$ cat src/logic/gameport_pkg.sv
package gameport_pkg;

	// Port modes held in the mode register.
	// Code 3 is illegal and is refused by the register block.
	localparam logic [1:0] mode_two_stick   = 2'd0;
	localparam logic [1:0] mode_four_button = 2'd1;
	localparam logic [1:0] mode_gravis      = 2'd2;

	// Byte offsets of the configuration registers.
	localparam logic [3:0] reg_mode_addr   = 4'h0;
	localparam logic [3:0] reg_tick_addr   = 4'h4;
	localparam logic [3:0] reg_grav_addr   = 4'h8;
	localparam logic [3:0] reg_status_addr = 4'hC;

	// AXI4-Lite response codes.
	localparam logic [1:0] resp_okay   = 2'b00;
	localparam logic [1:0] resp_slverr = 2'b10;

	// Clock cycles minus one per axis decrement.
	localparam logic [8:0] tick_div_reset = 9'd265;

	// Clock cycles minus one per serial half-period.
	// About 20 kHz bit rate from a 90.5 MHz core clock.
	localparam logic [11:0] grav_half_reset = 12'd2262;

	// Axis counter width.
	localparam int axis_width = 9;

	// Counter value after reset, so the axis bits start high.
	localparam logic [axis_width-1:0] axis_reset_value = 9'd197;

	// Load for a centred stick or no direction pressed.
	localparam logic [axis_width-1:0] axis_center = 9'd200;

	// Loads for full deflection of a digital direction.
	localparam logic [axis_width-1:0] axis_min = 9'd8;
	localparam logic [axis_width-1:0] axis_max = 9'd391;

	// Serial bit slots per gamepad frame.
	// Header of one low and five highs, then button groups.
	localparam int frame_len = 24;

endpackage

$ cat src/logic/gameport_regs.sv
`timescale 1ns/1ps

module gameport_regs
	import gameport_pkg::*;
(
	input  logic        clk,
	input  logic        rst_n,
	input  logic [3:0]  awaddr,
	input  logic        awvalid,
	output logic        awready,
	input  logic [31:0] wdata,
	input  logic [3:0]  wstrb,
	input  logic        wvalid,
	output logic        wready,
	output logic [1:0]  bresp,
	output logic        bvalid,
	input  logic        bready,
	input  logic [3:0]  araddr,
	input  logic        arvalid,
	output logic        arready,
	output logic [31:0] rdata,
	output logic [1:0]  rresp,
	output logic        rvalid,
	input  logic        rready,
	input  logic [7:0]  status,
	output logic [1:0]  mode,
	output logic [8:0]  tick_div,
	output logic [11:0] grav_half
);

	logic        wr_start;
	logic        wr_take;
	logic        wr_err;
	logic        rd_start;
	logic        rd_take;
	logic        rd_err;
	logic [31:0] rd_word;

	// Accept a new write only when both channels are valid and no response is pending.
	assign wr_start = awvalid && wvalid && !awready && !bvalid;
	// Address and data complete together on the ready pulse.
	assign wr_take  = awready && awvalid && wvalid;

	// One read in flight at a time.
	assign rd_start = arvalid && !arready && !rvalid;
	assign rd_take  = arready && arvalid;

	// Write decode.
	// A mode write only counts as illegal when its low byte is enabled.
	always_comb begin
		wr_err = 1'b0;
		case (awaddr)
			reg_mode_addr: begin
				wr_err = wstrb[0] &&
					!(wdata[1:0] inside {mode_two_stick, mode_four_button, mode_gravis});
			end
			reg_tick_addr, reg_grav_addr: wr_err = 1'b0;
			default: wr_err = 1'b1;
		endcase
	end

	// Read decode.
	// Status is a live view of the port byte.
	always_comb begin
		rd_word = '0;
		rd_err  = 1'b0;
		case (araddr)
			reg_mode_addr:   rd_word[1:0]  = mode;
			reg_tick_addr:   rd_word[8:0]  = tick_div;
			reg_grav_addr:   rd_word[11:0] = grav_half;
			reg_status_addr: rd_word[7:0]  = status;
			default:         rd_err        = 1'b1;
		endcase
	end

	// Handshake state and configuration registers.
	always_ff @(posedge clk or negedge rst_n) begin
		if (!rst_n) begin
			awready   <= 1'b0;
			wready    <= 1'b0;
			bvalid    <= 1'b0;
			arready   <= 1'b0;
			rvalid    <= 1'b0;
			mode      <= mode_two_stick;
			tick_div  <= tick_div_reset;
			grav_half <= grav_half_reset;
		end else begin
			// Single-cycle ready pulses.
			awready <= wr_start;
			wready  <= wr_start;
			arready <= rd_start;

			// Response held until the master takes it.
			if (wr_take) begin
				bvalid <= 1'b1;
			end else if (bready) begin
				bvalid <= 1'b0;
			end

			if (rd_take) begin
				rvalid <= 1'b1;
			end else if (rready) begin
				rvalid <= 1'b0;
			end

			// Refused writes leave every register as it was.
			if (wr_take && !wr_err) begin
				case (awaddr)
					reg_mode_addr: begin
						if (wstrb[0]) mode <= wdata[1:0];
					end
					reg_tick_addr: begin
						if (wstrb[0]) tick_div[7:0] <= wdata[7:0];
						if (wstrb[1]) tick_div[8] <= wdata[8];
					end
					reg_grav_addr: begin
						if (wstrb[0]) grav_half[7:0] <= wdata[7:0];
						if (wstrb[1]) grav_half[11:8] <= wdata[11:8];
					end
					default: ;
				endcase
			end
		end
	end

	// Response payload.
	// Only meaningful while the matching valid is high.
	always_ff @(posedge clk) begin
		if (wr_take) begin
			bresp <= wr_err ? resp_slverr : resp_okay;
		end
		if (rd_take) begin
			rdata <= rd_word;
			rresp <= rd_err ? resp_slverr : resp_okay;
		end
	end

	// A pending write response must not vanish or change before bready.
	a_bvalid_hold: assert property (@(posedge clk) disable iff (!rst_n)
		bvalid && !bready |=> bvalid && $stable(bresp));

	// Same for the read response and its data.
	a_rvalid_hold: assert property (@(posedge clk) disable iff (!rst_n)
		rvalid && !rready |=> rvalid && $stable(rdata) && $stable(rresp));

	// The encoder has no meaning for code 3.
	a_mode_legal: assert property (@(posedge clk) disable iff (!rst_n)
		mode != 2'd3);

endmodule

$ cat src/logic/axis_oneshot.sv
`timescale 1ns/1ps

module axis_oneshot
	import gameport_pkg::*;
(
	input  logic        clk,
	input  logic        rst_n,
	input  logic        port_write,
	input  logic [8:0]  tick_div,
	input  logic [13:0] dig_1,
	input  logic [13:0] dig_2,
	input  logic [15:0] ana_1,
	input  logic [15:0] ana_2,
	output logic [3:0]  axis_active
);

	// Counters in port bit order: j1x, j1y, j2x, j2y.
	logic [axis_width-1:0] axis_cnt [4];
	logic [axis_width-1:0] axis_load [4];
	logic [7:0]            ana_byte [4];
	logic [3:0]            dir_neg;
	logic [3:0]            dir_pos;
	logic [8:0]            tick_cnt;
	logic                  tick;

	// Load value for one axis.
	// Analog input scales by 1.5 around the centre, digital falls back to the end stops.
	function automatic logic [axis_width-1:0] load_value(
		input logic [7:0] a,
		input logic       neg,
		input logic       pos
	);
		logic [axis_width-1:0] a_ext;
		logic [axis_width-1:0] value;
		a_ext = {a[7], a};
		if (a != 8'd0) begin
			value = a_ext + {a_ext[axis_width-1], a_ext[axis_width-1:1]} + axis_center;
		end else if (neg) begin
			value = axis_min;
		end else if (pos) begin
			value = axis_max;
		end else begin
			value = axis_center;
		end
		return value;
	endfunction

	// X is the low byte, y the high byte.
	assign ana_byte[0] = ana_1[7:0];
	assign ana_byte[1] = ana_1[15:8];
	assign ana_byte[2] = ana_2[7:0];
	assign ana_byte[3] = ana_2[15:8];

	// Left or up shortens the pulse.
	assign dir_neg = {dig_2[3], dig_2[1], dig_1[3], dig_1[1]};
	// Right or down lengthens it.
	assign dir_pos = {dig_2[2], dig_2[0], dig_1[2], dig_1[0]};

	always_comb begin
		for (int i = 0; i < 4; i++) begin
			axis_load[i] = load_value(ana_byte[i], dir_neg[i], dir_pos[i]);
		end
	end

	// Greater-or-equal keeps the divider sane if tick_div shrinks mid-count.
	assign tick = tick_cnt >= tick_div;

	always_ff @(posedge clk or negedge rst_n) begin
		if (!rst_n) begin
			tick_cnt <= '0;
			for (int i = 0; i < 4; i++) begin
				axis_cnt[i] <= axis_reset_value;
			end
		end else if (port_write) begin
			// Write restarts the one-shots and the shared divider.
			tick_cnt <= 9'd1;
			for (int i = 0; i < 4; i++) begin
				axis_cnt[i] <= axis_load[i];
			end
		end else if (tick) begin
			tick_cnt <= '0;
			for (int i = 0; i < 4; i++) begin
				if (axis_cnt[i] != '0) begin
					axis_cnt[i] <= axis_cnt[i] - 1'b1;
				end
			end
		end else begin
			tick_cnt <= tick_cnt + 1'b1;
		end
	end

	// Axis bit stays high until its counter runs out.
	always_comb begin
		for (int i = 0; i < 4; i++) begin
			axis_active[i] = axis_cnt[i] != '0;
		end
	end

	// An expired counter holds at zero until the next port write.
	for (genvar g = 0; g < 4; g++) begin : g_no_wrap
		a_no_wrap: assert property (@(posedge clk) disable iff (!rst_n)
			(axis_cnt[g] == '0) && !port_write |=> axis_cnt[g] == '0);
	end

endmodule

$ cat src/logic/button_encoder.sv
`timescale 1ns/1ps

module button_encoder
	import gameport_pkg::*;
(
	input  logic        clk,
	input  logic        rst_n,
	input  logic [1:0]  mode,
	input  logic [11:0] grav_half,
	input  logic [13:0] dig_1,
	input  logic [13:0] dig_2,
	output logic [3:0]  buttons_n
);

	logic [11:0] half_cnt;
	logic        half_done;
	logic        grav_clk;
	logic        grav_step;
	logic [4:0]  slot;
	logic [1:0]  grav_out;

	// Serial bit for one player in one frame slot.
	// Pressed buttons go out as 1.
	function automatic logic slot_bit(input logic [4:0] pos, input logic [13:0] dig);
		logic b;
		case (pos)
			5'd1, 5'd2, 5'd3, 5'd4, 5'd5: b = 1'b1;
			5'd7:  b = dig[9];
			5'd8:  b = dig[8];
			5'd9:  b = dig[12];
			5'd10: b = dig[7];
			5'd12: b = dig[13];
			5'd13: b = dig[5];
			5'd14: b = dig[4];
			5'd15: b = dig[6];
			5'd17: b = dig[11];
			5'd18: b = dig[10];
			5'd19: b = dig[3];
			5'd20: b = dig[2];
			5'd22: b = dig[0];
			5'd23: b = dig[1];
			// Slot 0 and the group separators.
			default: b = 1'b0;
		endcase
		return b;
	endfunction

	assign half_done = half_cnt >= grav_half;

	// Serial clock and frame sequencer.
	// Held idle outside gravis mode so a frame starts from slot 0.
	always_ff @(posedge clk or negedge rst_n) begin
		if (!rst_n) begin
			half_cnt  <= '0;
			grav_clk  <= 1'b0;
			grav_step <= 1'b0;
			slot      <= '0;
			grav_out  <= '0;
		end else if (mode != mode_gravis) begin
			half_cnt  <= '0;
			grav_clk  <= 1'b0;
			grav_step <= 1'b0;
			slot      <= '0;
			grav_out  <= '0;
		end else begin
			// Flags the cycle the serial clock goes high.
			grav_step <= half_done && !grav_clk;
			if (half_done) begin
				half_cnt <= '0;
				grav_clk <= ~grav_clk;
			end else begin
				half_cnt <= half_cnt + 1'b1;
			end
			// Next bit is launched after the rising edge, read on the falling one.
			if (grav_step) begin
				grav_out <= {slot_bit(slot, dig_2), slot_bit(slot, dig_1)};
				slot     <= (slot == 5'(frame_len - 1)) ? 5'd0 : slot + 1'b1;
			end
		end
	end

	// Button lines, bit 0 is jb1.
	always_ff @(posedge clk or negedge rst_n) begin
		if (!rst_n) begin
			buttons_n <= 4'hF;
		end else begin
			case (mode)
				// Clock on jb1 and jb3, data on jb2 and jb4.
				mode_gravis:      buttons_n <= {grav_out[1], grav_clk, grav_out[0], grav_clk};
				mode_four_button: buttons_n <= ~dig_1[7:4];
				default:          buttons_n <= {~dig_2[5], ~dig_2[4], ~dig_1[5], ~dig_1[4]};
			endcase
		end
	end

	a_slot_range: assert property (@(posedge clk) disable iff (!rst_n)
		slot < 5'(frame_len));

endmodule

$ cat src/logic/gameport_top.sv
`timescale 1ns/1ps

module gameport_top (
	input  logic        clk,
	input  logic        rst_n,
	input  logic [3:0]  awaddr,
	input  logic        awvalid,
	output logic        awready,
	input  logic [31:0] wdata,
	input  logic [3:0]  wstrb,
	input  logic        wvalid,
	output logic        wready,
	output logic [1:0]  bresp,
	output logic        bvalid,
	input  logic        bready,
	input  logic [3:0]  araddr,
	input  logic        arvalid,
	output logic        arready,
	output logic [31:0] rdata,
	output logic [1:0]  rresp,
	output logic        rvalid,
	input  logic        rready,
	input  logic        port_write,
	output logic [7:0]  port_readdata,
	input  logic [13:0] dig_1,
	input  logic [13:0] dig_2,
	input  logic [15:0] ana_1,
	input  logic [15:0] ana_2
);

	logic [1:0]  mode;
	logic [8:0]  tick_div;
	logic [11:0] grav_half;
	logic [3:0]  axis_active;
	logic [3:0]  buttons_n;

	// Port byte as the host sees it at 0x201.
	// Buttons jb4 to jb1 on top, axis bits below.
	assign port_readdata = {buttons_n, axis_active};

	gameport_regs u_regs (
		.clk       (clk),
		.rst_n     (rst_n),
		.awaddr    (awaddr),
		.awvalid   (awvalid),
		.awready   (awready),
		.wdata     (wdata),
		.wstrb     (wstrb),
		.wvalid    (wvalid),
		.wready    (wready),
		.bresp     (bresp),
		.bvalid    (bvalid),
		.bready    (bready),
		.araddr    (araddr),
		.arvalid   (arvalid),
		.arready   (arready),
		.rdata     (rdata),
		.rresp     (rresp),
		.rvalid    (rvalid),
		.rready    (rready),
		.status    (port_readdata),
		.mode      (mode),
		.tick_div  (tick_div),
		.grav_half (grav_half)
	);

	axis_oneshot u_axis (
		.clk         (clk),
		.rst_n       (rst_n),
		.port_write  (port_write),
		.tick_div    (tick_div),
		.dig_1       (dig_1),
		.dig_2       (dig_2),
		.ana_1       (ana_1),
		.ana_2       (ana_2),
		.axis_active (axis_active)
	);

	button_encoder u_buttons (
		.clk       (clk),
		.rst_n     (rst_n),
		.mode      (mode),
		.grav_half (grav_half),
		.dig_1     (dig_1),
		.dig_2     (dig_2),
		.buttons_n (buttons_n)
	);

endmodule

$ cat config.mk
export PLATFORM = sky130hd
export DESIGN_NAME = gameport_top
export DESIGN_NICKNAME = d
export VERILOG_FILES = /design/src/logic/gameport_pkg.sv /design/src/logic/gameport_regs.sv /design/src/logic/axis_oneshot.sv /design/src/logic/button_encoder.sv /design/src/logic/gameport_top.sv
export SDC_FILE = /design/constraint.sdc
export NUM_CORES = 1
export LEC_CHECK = 0
export ABC_AREA = 1
export BUFFER_PORTS_ARGS = -buffer_cell sky130_fd_sc_hd__buf_2
export CAP_MARGIN = 20
export CORE_MARGIN = 4
export CORE_UTILIZATION = 28
export CTS_CLUSTER_SIZE = 20
export DETAILED_ROUTE_END_ITERATION = 10
export HOLD_SLACK_MARGIN = 0.15
export PLACE_DENSITY_LB_ADDON = 0.2
export SLEW_MARGIN = 15
export SYNTH_ARGS = -nofsm -noshare
export SYNTH_HDL_FRONTEND = slang
export SYNTH_SLANG_ARGS = --single-unit
$ cat constraint.sdc
create_clock -name clk -period 2.6 [get_ports clk]
set_clock_uncertainty 0.05 [all_clocks]
set_input_delay 0.52 -clock clk [delete_from_list [all_inputs] [get_ports clk]]
set_output_delay 0.52 -clock clk [all_outputs]
set_load 0.01 [all_outputs]
==> flow_metrics.py <==
metrics = {
    "synthesis": {
        "syn-cell-area_sq_um": 9170,
        "yosys_warnings": 0,
        "ys.flop_type": "dfrtp_1",
        "synth_seq_cells": 111,
        "synth_cells": 1268,
        "async_reset_ff_frac": 0.874,
        "synth_edf_count": 14,
        "synth_cell_types": 47,
        "yosysSeqAreaShare": 0.315,
        "syn_avg_cell_area_sq_um": 7.23,
    },
    "clock_tree": {
        "clk_pin_slew_ns": 0.09,
        "clock_latency_ns": 0.36,
        "cts_inserted_buffers": 9,
        "cts_tree": "done",
        "clock_path_buffers": 2,
        "post-cts-setup-buffers": 0,
        "cts_root_buffer": "clkbuf_16",
        "clock-sinks": 111,
        "htreeDepth": 3,
    },
    "global_routing": {
        "grt_overflow": 0,
        "grt_max_degree": 38,
        "track_usage": 0.128,
        "antenna_found_initial": 2,
        "grt_pass1_wl_mm": 38.0,
        "first_global_vias": 7768,
    },
    "floorplanning": {
        "rows": 66,
        "start_util": 0.283,
        "die_area_sq_um": 35700,
        "core_area_sq_um": 32500,
        "die_y_um": 189,
        "dieWidth_um": 189,
        "io_pins": 161,
    },
    "layout": {
        "fillCellCount": 3523,
        "antenna_cells": 0,
        "final_layout_size_suffix_gt1_frac": 0.156,
        "fin_nets": 1603,
        "design_area_sq_um": 10500,
        "area_growth_pct": 14.4,
        "instances_no_fill": 1829,
    },
    "critical_path": {
        "cpPeakStageDelay_ns": 0.38,
        "crit_family": "simple AND/OR/NAND/NOR gates",
        "required_ns": 2.03,
        "path_buf_inv": 3,
        "path_common_cell": "inv_1",
        "worstSetupPathType": "flop to primary output",
        "worstPathCellList": "inv_1, ha_1, inv_1, nor2_4, nand4_1, nor2_2, nand2_2, buf_2",
        "slowest_stage": "dfrtp_1",
        "cp-end-kind": "primary output",
        "path_max_fanout": 4,
        "arrival_ns": 1.81,
        "startpoint_type": "flop",
    },
    "power_and_ir_drop": {
        "p_sw_mw": 1.68,
        "power.density_nw_per_um2": 461,
        "p_seq_frac": 0.425,
        "power.internal_mw": 3.16,
        "p_clk_frac": 0.297,
        "power.leakage_nw": 5.58,
        "p_comb_frac": 0.278,
        "switching_share": 0.347,
        "vdd_drop_max_mv": 0.287,
    },
    "sta": {
        "min_period_ns": 2.38,
        "slew_violations": 0,
        "setup_tns_ns": 0,
        "fin_crit_sh": 0.916,
        "maxSlewHeadroom": 0.591,
        "fmax_mhz": 420,
        "rsz0062_at_grt": "no",
        "finalHoldViolCount": 0,
        "worst_pin_slew_ns": 0.608,
        "setup_violations": 0,
    },
    "placed_design": {
        "place_area_sq_um": 10200,
        "dp_hpwl_mm": 18.9,
        "port_buffers": 116,
        "placedCellCount": 1812,
        "place.gp.congestion": 0.776,
    },
    "outcome": {
        "status": "completed",
    },
    "route": {
        "ant_nets": 0,
        "drt_iter0_drc": 324,
        "wl_mm": 22.9,
        "drc": 0,
        "dr.pass1.iters": 5,
        "viasPerCell": 4.36,
        "wl_per_cell_um": 12.5,
        "vias": 7978,
    },
    "hold_path": {
        "hold_path_class": "input port to flop",
    },
    "run": {
        "drv_cap": 0,
    },
}
[power by group through the flow]
stage / sequential (mW) / clock (mW) / combinational (mW)
after floorplan: 2.07 / 0 / 0.998
after global placement: 2.08 / 0 / 1.35
after detailed placement: 2.09 / 0 / 1.36
after CTS: 2.06 / 1.50 / 1.36
after global routing: 2.08 / 1.56 / 1.57
final: 2.06 / 1.43 / 1.34
[cell families (layout without fill, tap and decap cells)]
group / after synthesis / count (layout) / share of synthesized area
AND/OR/NAND/NOR: 618 / 618 / 0.292
buffers and inverters: 263 / 361 / 0.123
AO/OA/AOI/OAI: 136 / 136 / 0.0899
flip-flops: 111 / 111 / 0.315
adder cells (fa/ha/maj): 109 / 109 / 0.152
XOR/XNOR: 29 / 29 / 0.0277
other: 1 / 22 / 0.000409
multiplexers: 1 / 1 / 0.00109
[state kept, by name (all words and copies together), names as in the netlist, 2 cells and up]
name                 flops
u_axis.axis_cnt         36
u_buttons.half_cnt      12
u_regs.grav_half        12
u_regs.tick_div          9
u_buttons.grav_out       2
u_buttons.buttons_n      4
u_regs.mode              2
u_regs.rdata            12
u_axis.tick_cnt          9
u_buttons.slot           5
[final cells by class]
| type | instances | area [sq um] | share of cell area |
|---|---|---|---|
| Clock inverter | 7 | 83.8 | 0.00799 |
| Tap cell | 442 | 553 | 0.0527 |
| Sequential cell | 111 | 2880 | 0.275 |
| Timing Repair Buffer | 126 | 673 | 0.0642 |
| Inverter | 219 | 822 | 0.0783 |
| Multi-Input combinational cell | 915 | 5250 | 0.500 |
| Clock buffer | 9 | 225 | 0.0215 |
[through the flow]
step / util / worst slack [ns] / total power, mW / hold WS (ns)
finish: 0.323 / 0.218 / 4.84 / 0.290
global route: 0.323 / 0.0602 / 5.21 / 0.278
CTS: 0.323 / 0.0445 / 4.92 / 0.272
detailed placement: 0.313 / 0.119 / 3.44 / 0.384
global placement: 0.313 / 0.139 / 3.43 / 0.381
floorplan: - / 0.492 / 3.07 / 0.174
[cells in the mapped netlist, types with 4 or more instances]
| library cell | number | area, sq um |
|---|---|---|
| nand2_1 | 330 | 1240 |
| inv_1 | 216 | 811 |
| nor2_1 | 120 | 450 |
| ha_1 | 105 | 1310 |
| nand3_1 | 104 | 521 |
| dfrtp_1 | 68 | 1700 |
| o21ai_0 | 42 | 210 |
| a21oi_1 | 38 | 190 |
| dfstp_2 | 29 | 762 |
| buf_4 | 26 | 195 |
| nand4_1 | 19 | 119 |
| xor2_1 | 17 | 149 |
| edfxtp_1 | 14 | 420 |
| xnor2_1 | 12 | 105 |
| nor3_1 | 11 | 55.1 |
| o21ai_2 | 10 | 87.6 |
| o211ai_1 | 9 | 67.6 |
| o21ai_1 | 9 | 45.0 |
| o221ai_1 | 8 | 70.1 |
| buf_2 | 7 | 35.0 |
| clkbuf_1 | 7 | 26.3 |
| nand2_2 | 6 | 37.5 |
| nor2_2 | 6 | 37.5 |
| o22ai_1 | 6 | 37.5 |
| or2_2 | 5 | 31.3 |
| buf_6 | 4 | 45.0 |
| fa_1 | 4 | 80.1 |
| nand2_4 | 4 | 45.0 |
[layout by cell type (no fill, tap or decap), types with 3 or more instances in the layout]
cell type  instances
or2_2              5
nand2_2            7
nand2_1          329
edfxtp_1          14
o21bai_1           3
o21ai_1            9
clkbuf_16          9
a21boi_0           3
nand4_2            3
buf_2            115
dfstp_2           29
nand4_1           19
nand2_4            4
xnor2_1           12
nor3_1            11
xor2_1            17
inv_8              3
dfrtp_1           68
o21ai_2           10
inv_1            215
o21ai_0           42
nor2_1           119
nand3b_1           3
buf_4              9
o22ai_1            6
o211ai_1           9
o221ai_1           8
inv_2              4
a21oi_1           38
nor2_2             6
nand3_1          104
ha_1             105
fa_1               4
conb_1            22
[worst paths after layout]
| check | start | slack [ns] | to | cells after the start |
|---|---|---|---|---|
| max | u_axis.axis_cnt[28] | 0.22 | port_readdata[0] | 8 |
| min | dig_2[4] | 0.29 | u_buttons.buttons_n[2] | 2 |
| max reg2reg | u_regs.tick_div[8] | 0.32 | u_axis.axis_cnt[12] | 10 |
| min reg2reg | u_regs.arready | 0.39 | u_regs.arready | 1 |
| max in group asynchronous | rst_n | 1.30 | u_axis.axis_cnt[25] | 3 |
| min in group asynchronous | rst_n | 0.55 | u_regs.awready | 2 |
[per-layer routing]
layer | vias to the layer above | track usage | share of wire | routed length (um)
met4 | 4 | 0.0283 | 0.010 | 233
met5 | - | 0 | 0.0012 | 27
met1 | 3592 | 0.173 | 0.49 | 11200
met2 | 125 | 0.214 | 0.46 | 10600
li1 | 4241 | - | - | -
met3 | 16 | 0.0258 | 0.041 | 933
[repair_timing]
item | 4_1_cts | 5_1_grt
endpoints found under the setup margin | 0 | 1
hold buffers | 1 | 0
gates resized for setup | 0 | 4
endpoints found under the hold margin | 15 | 0
(Power assumes the default switching activity.)
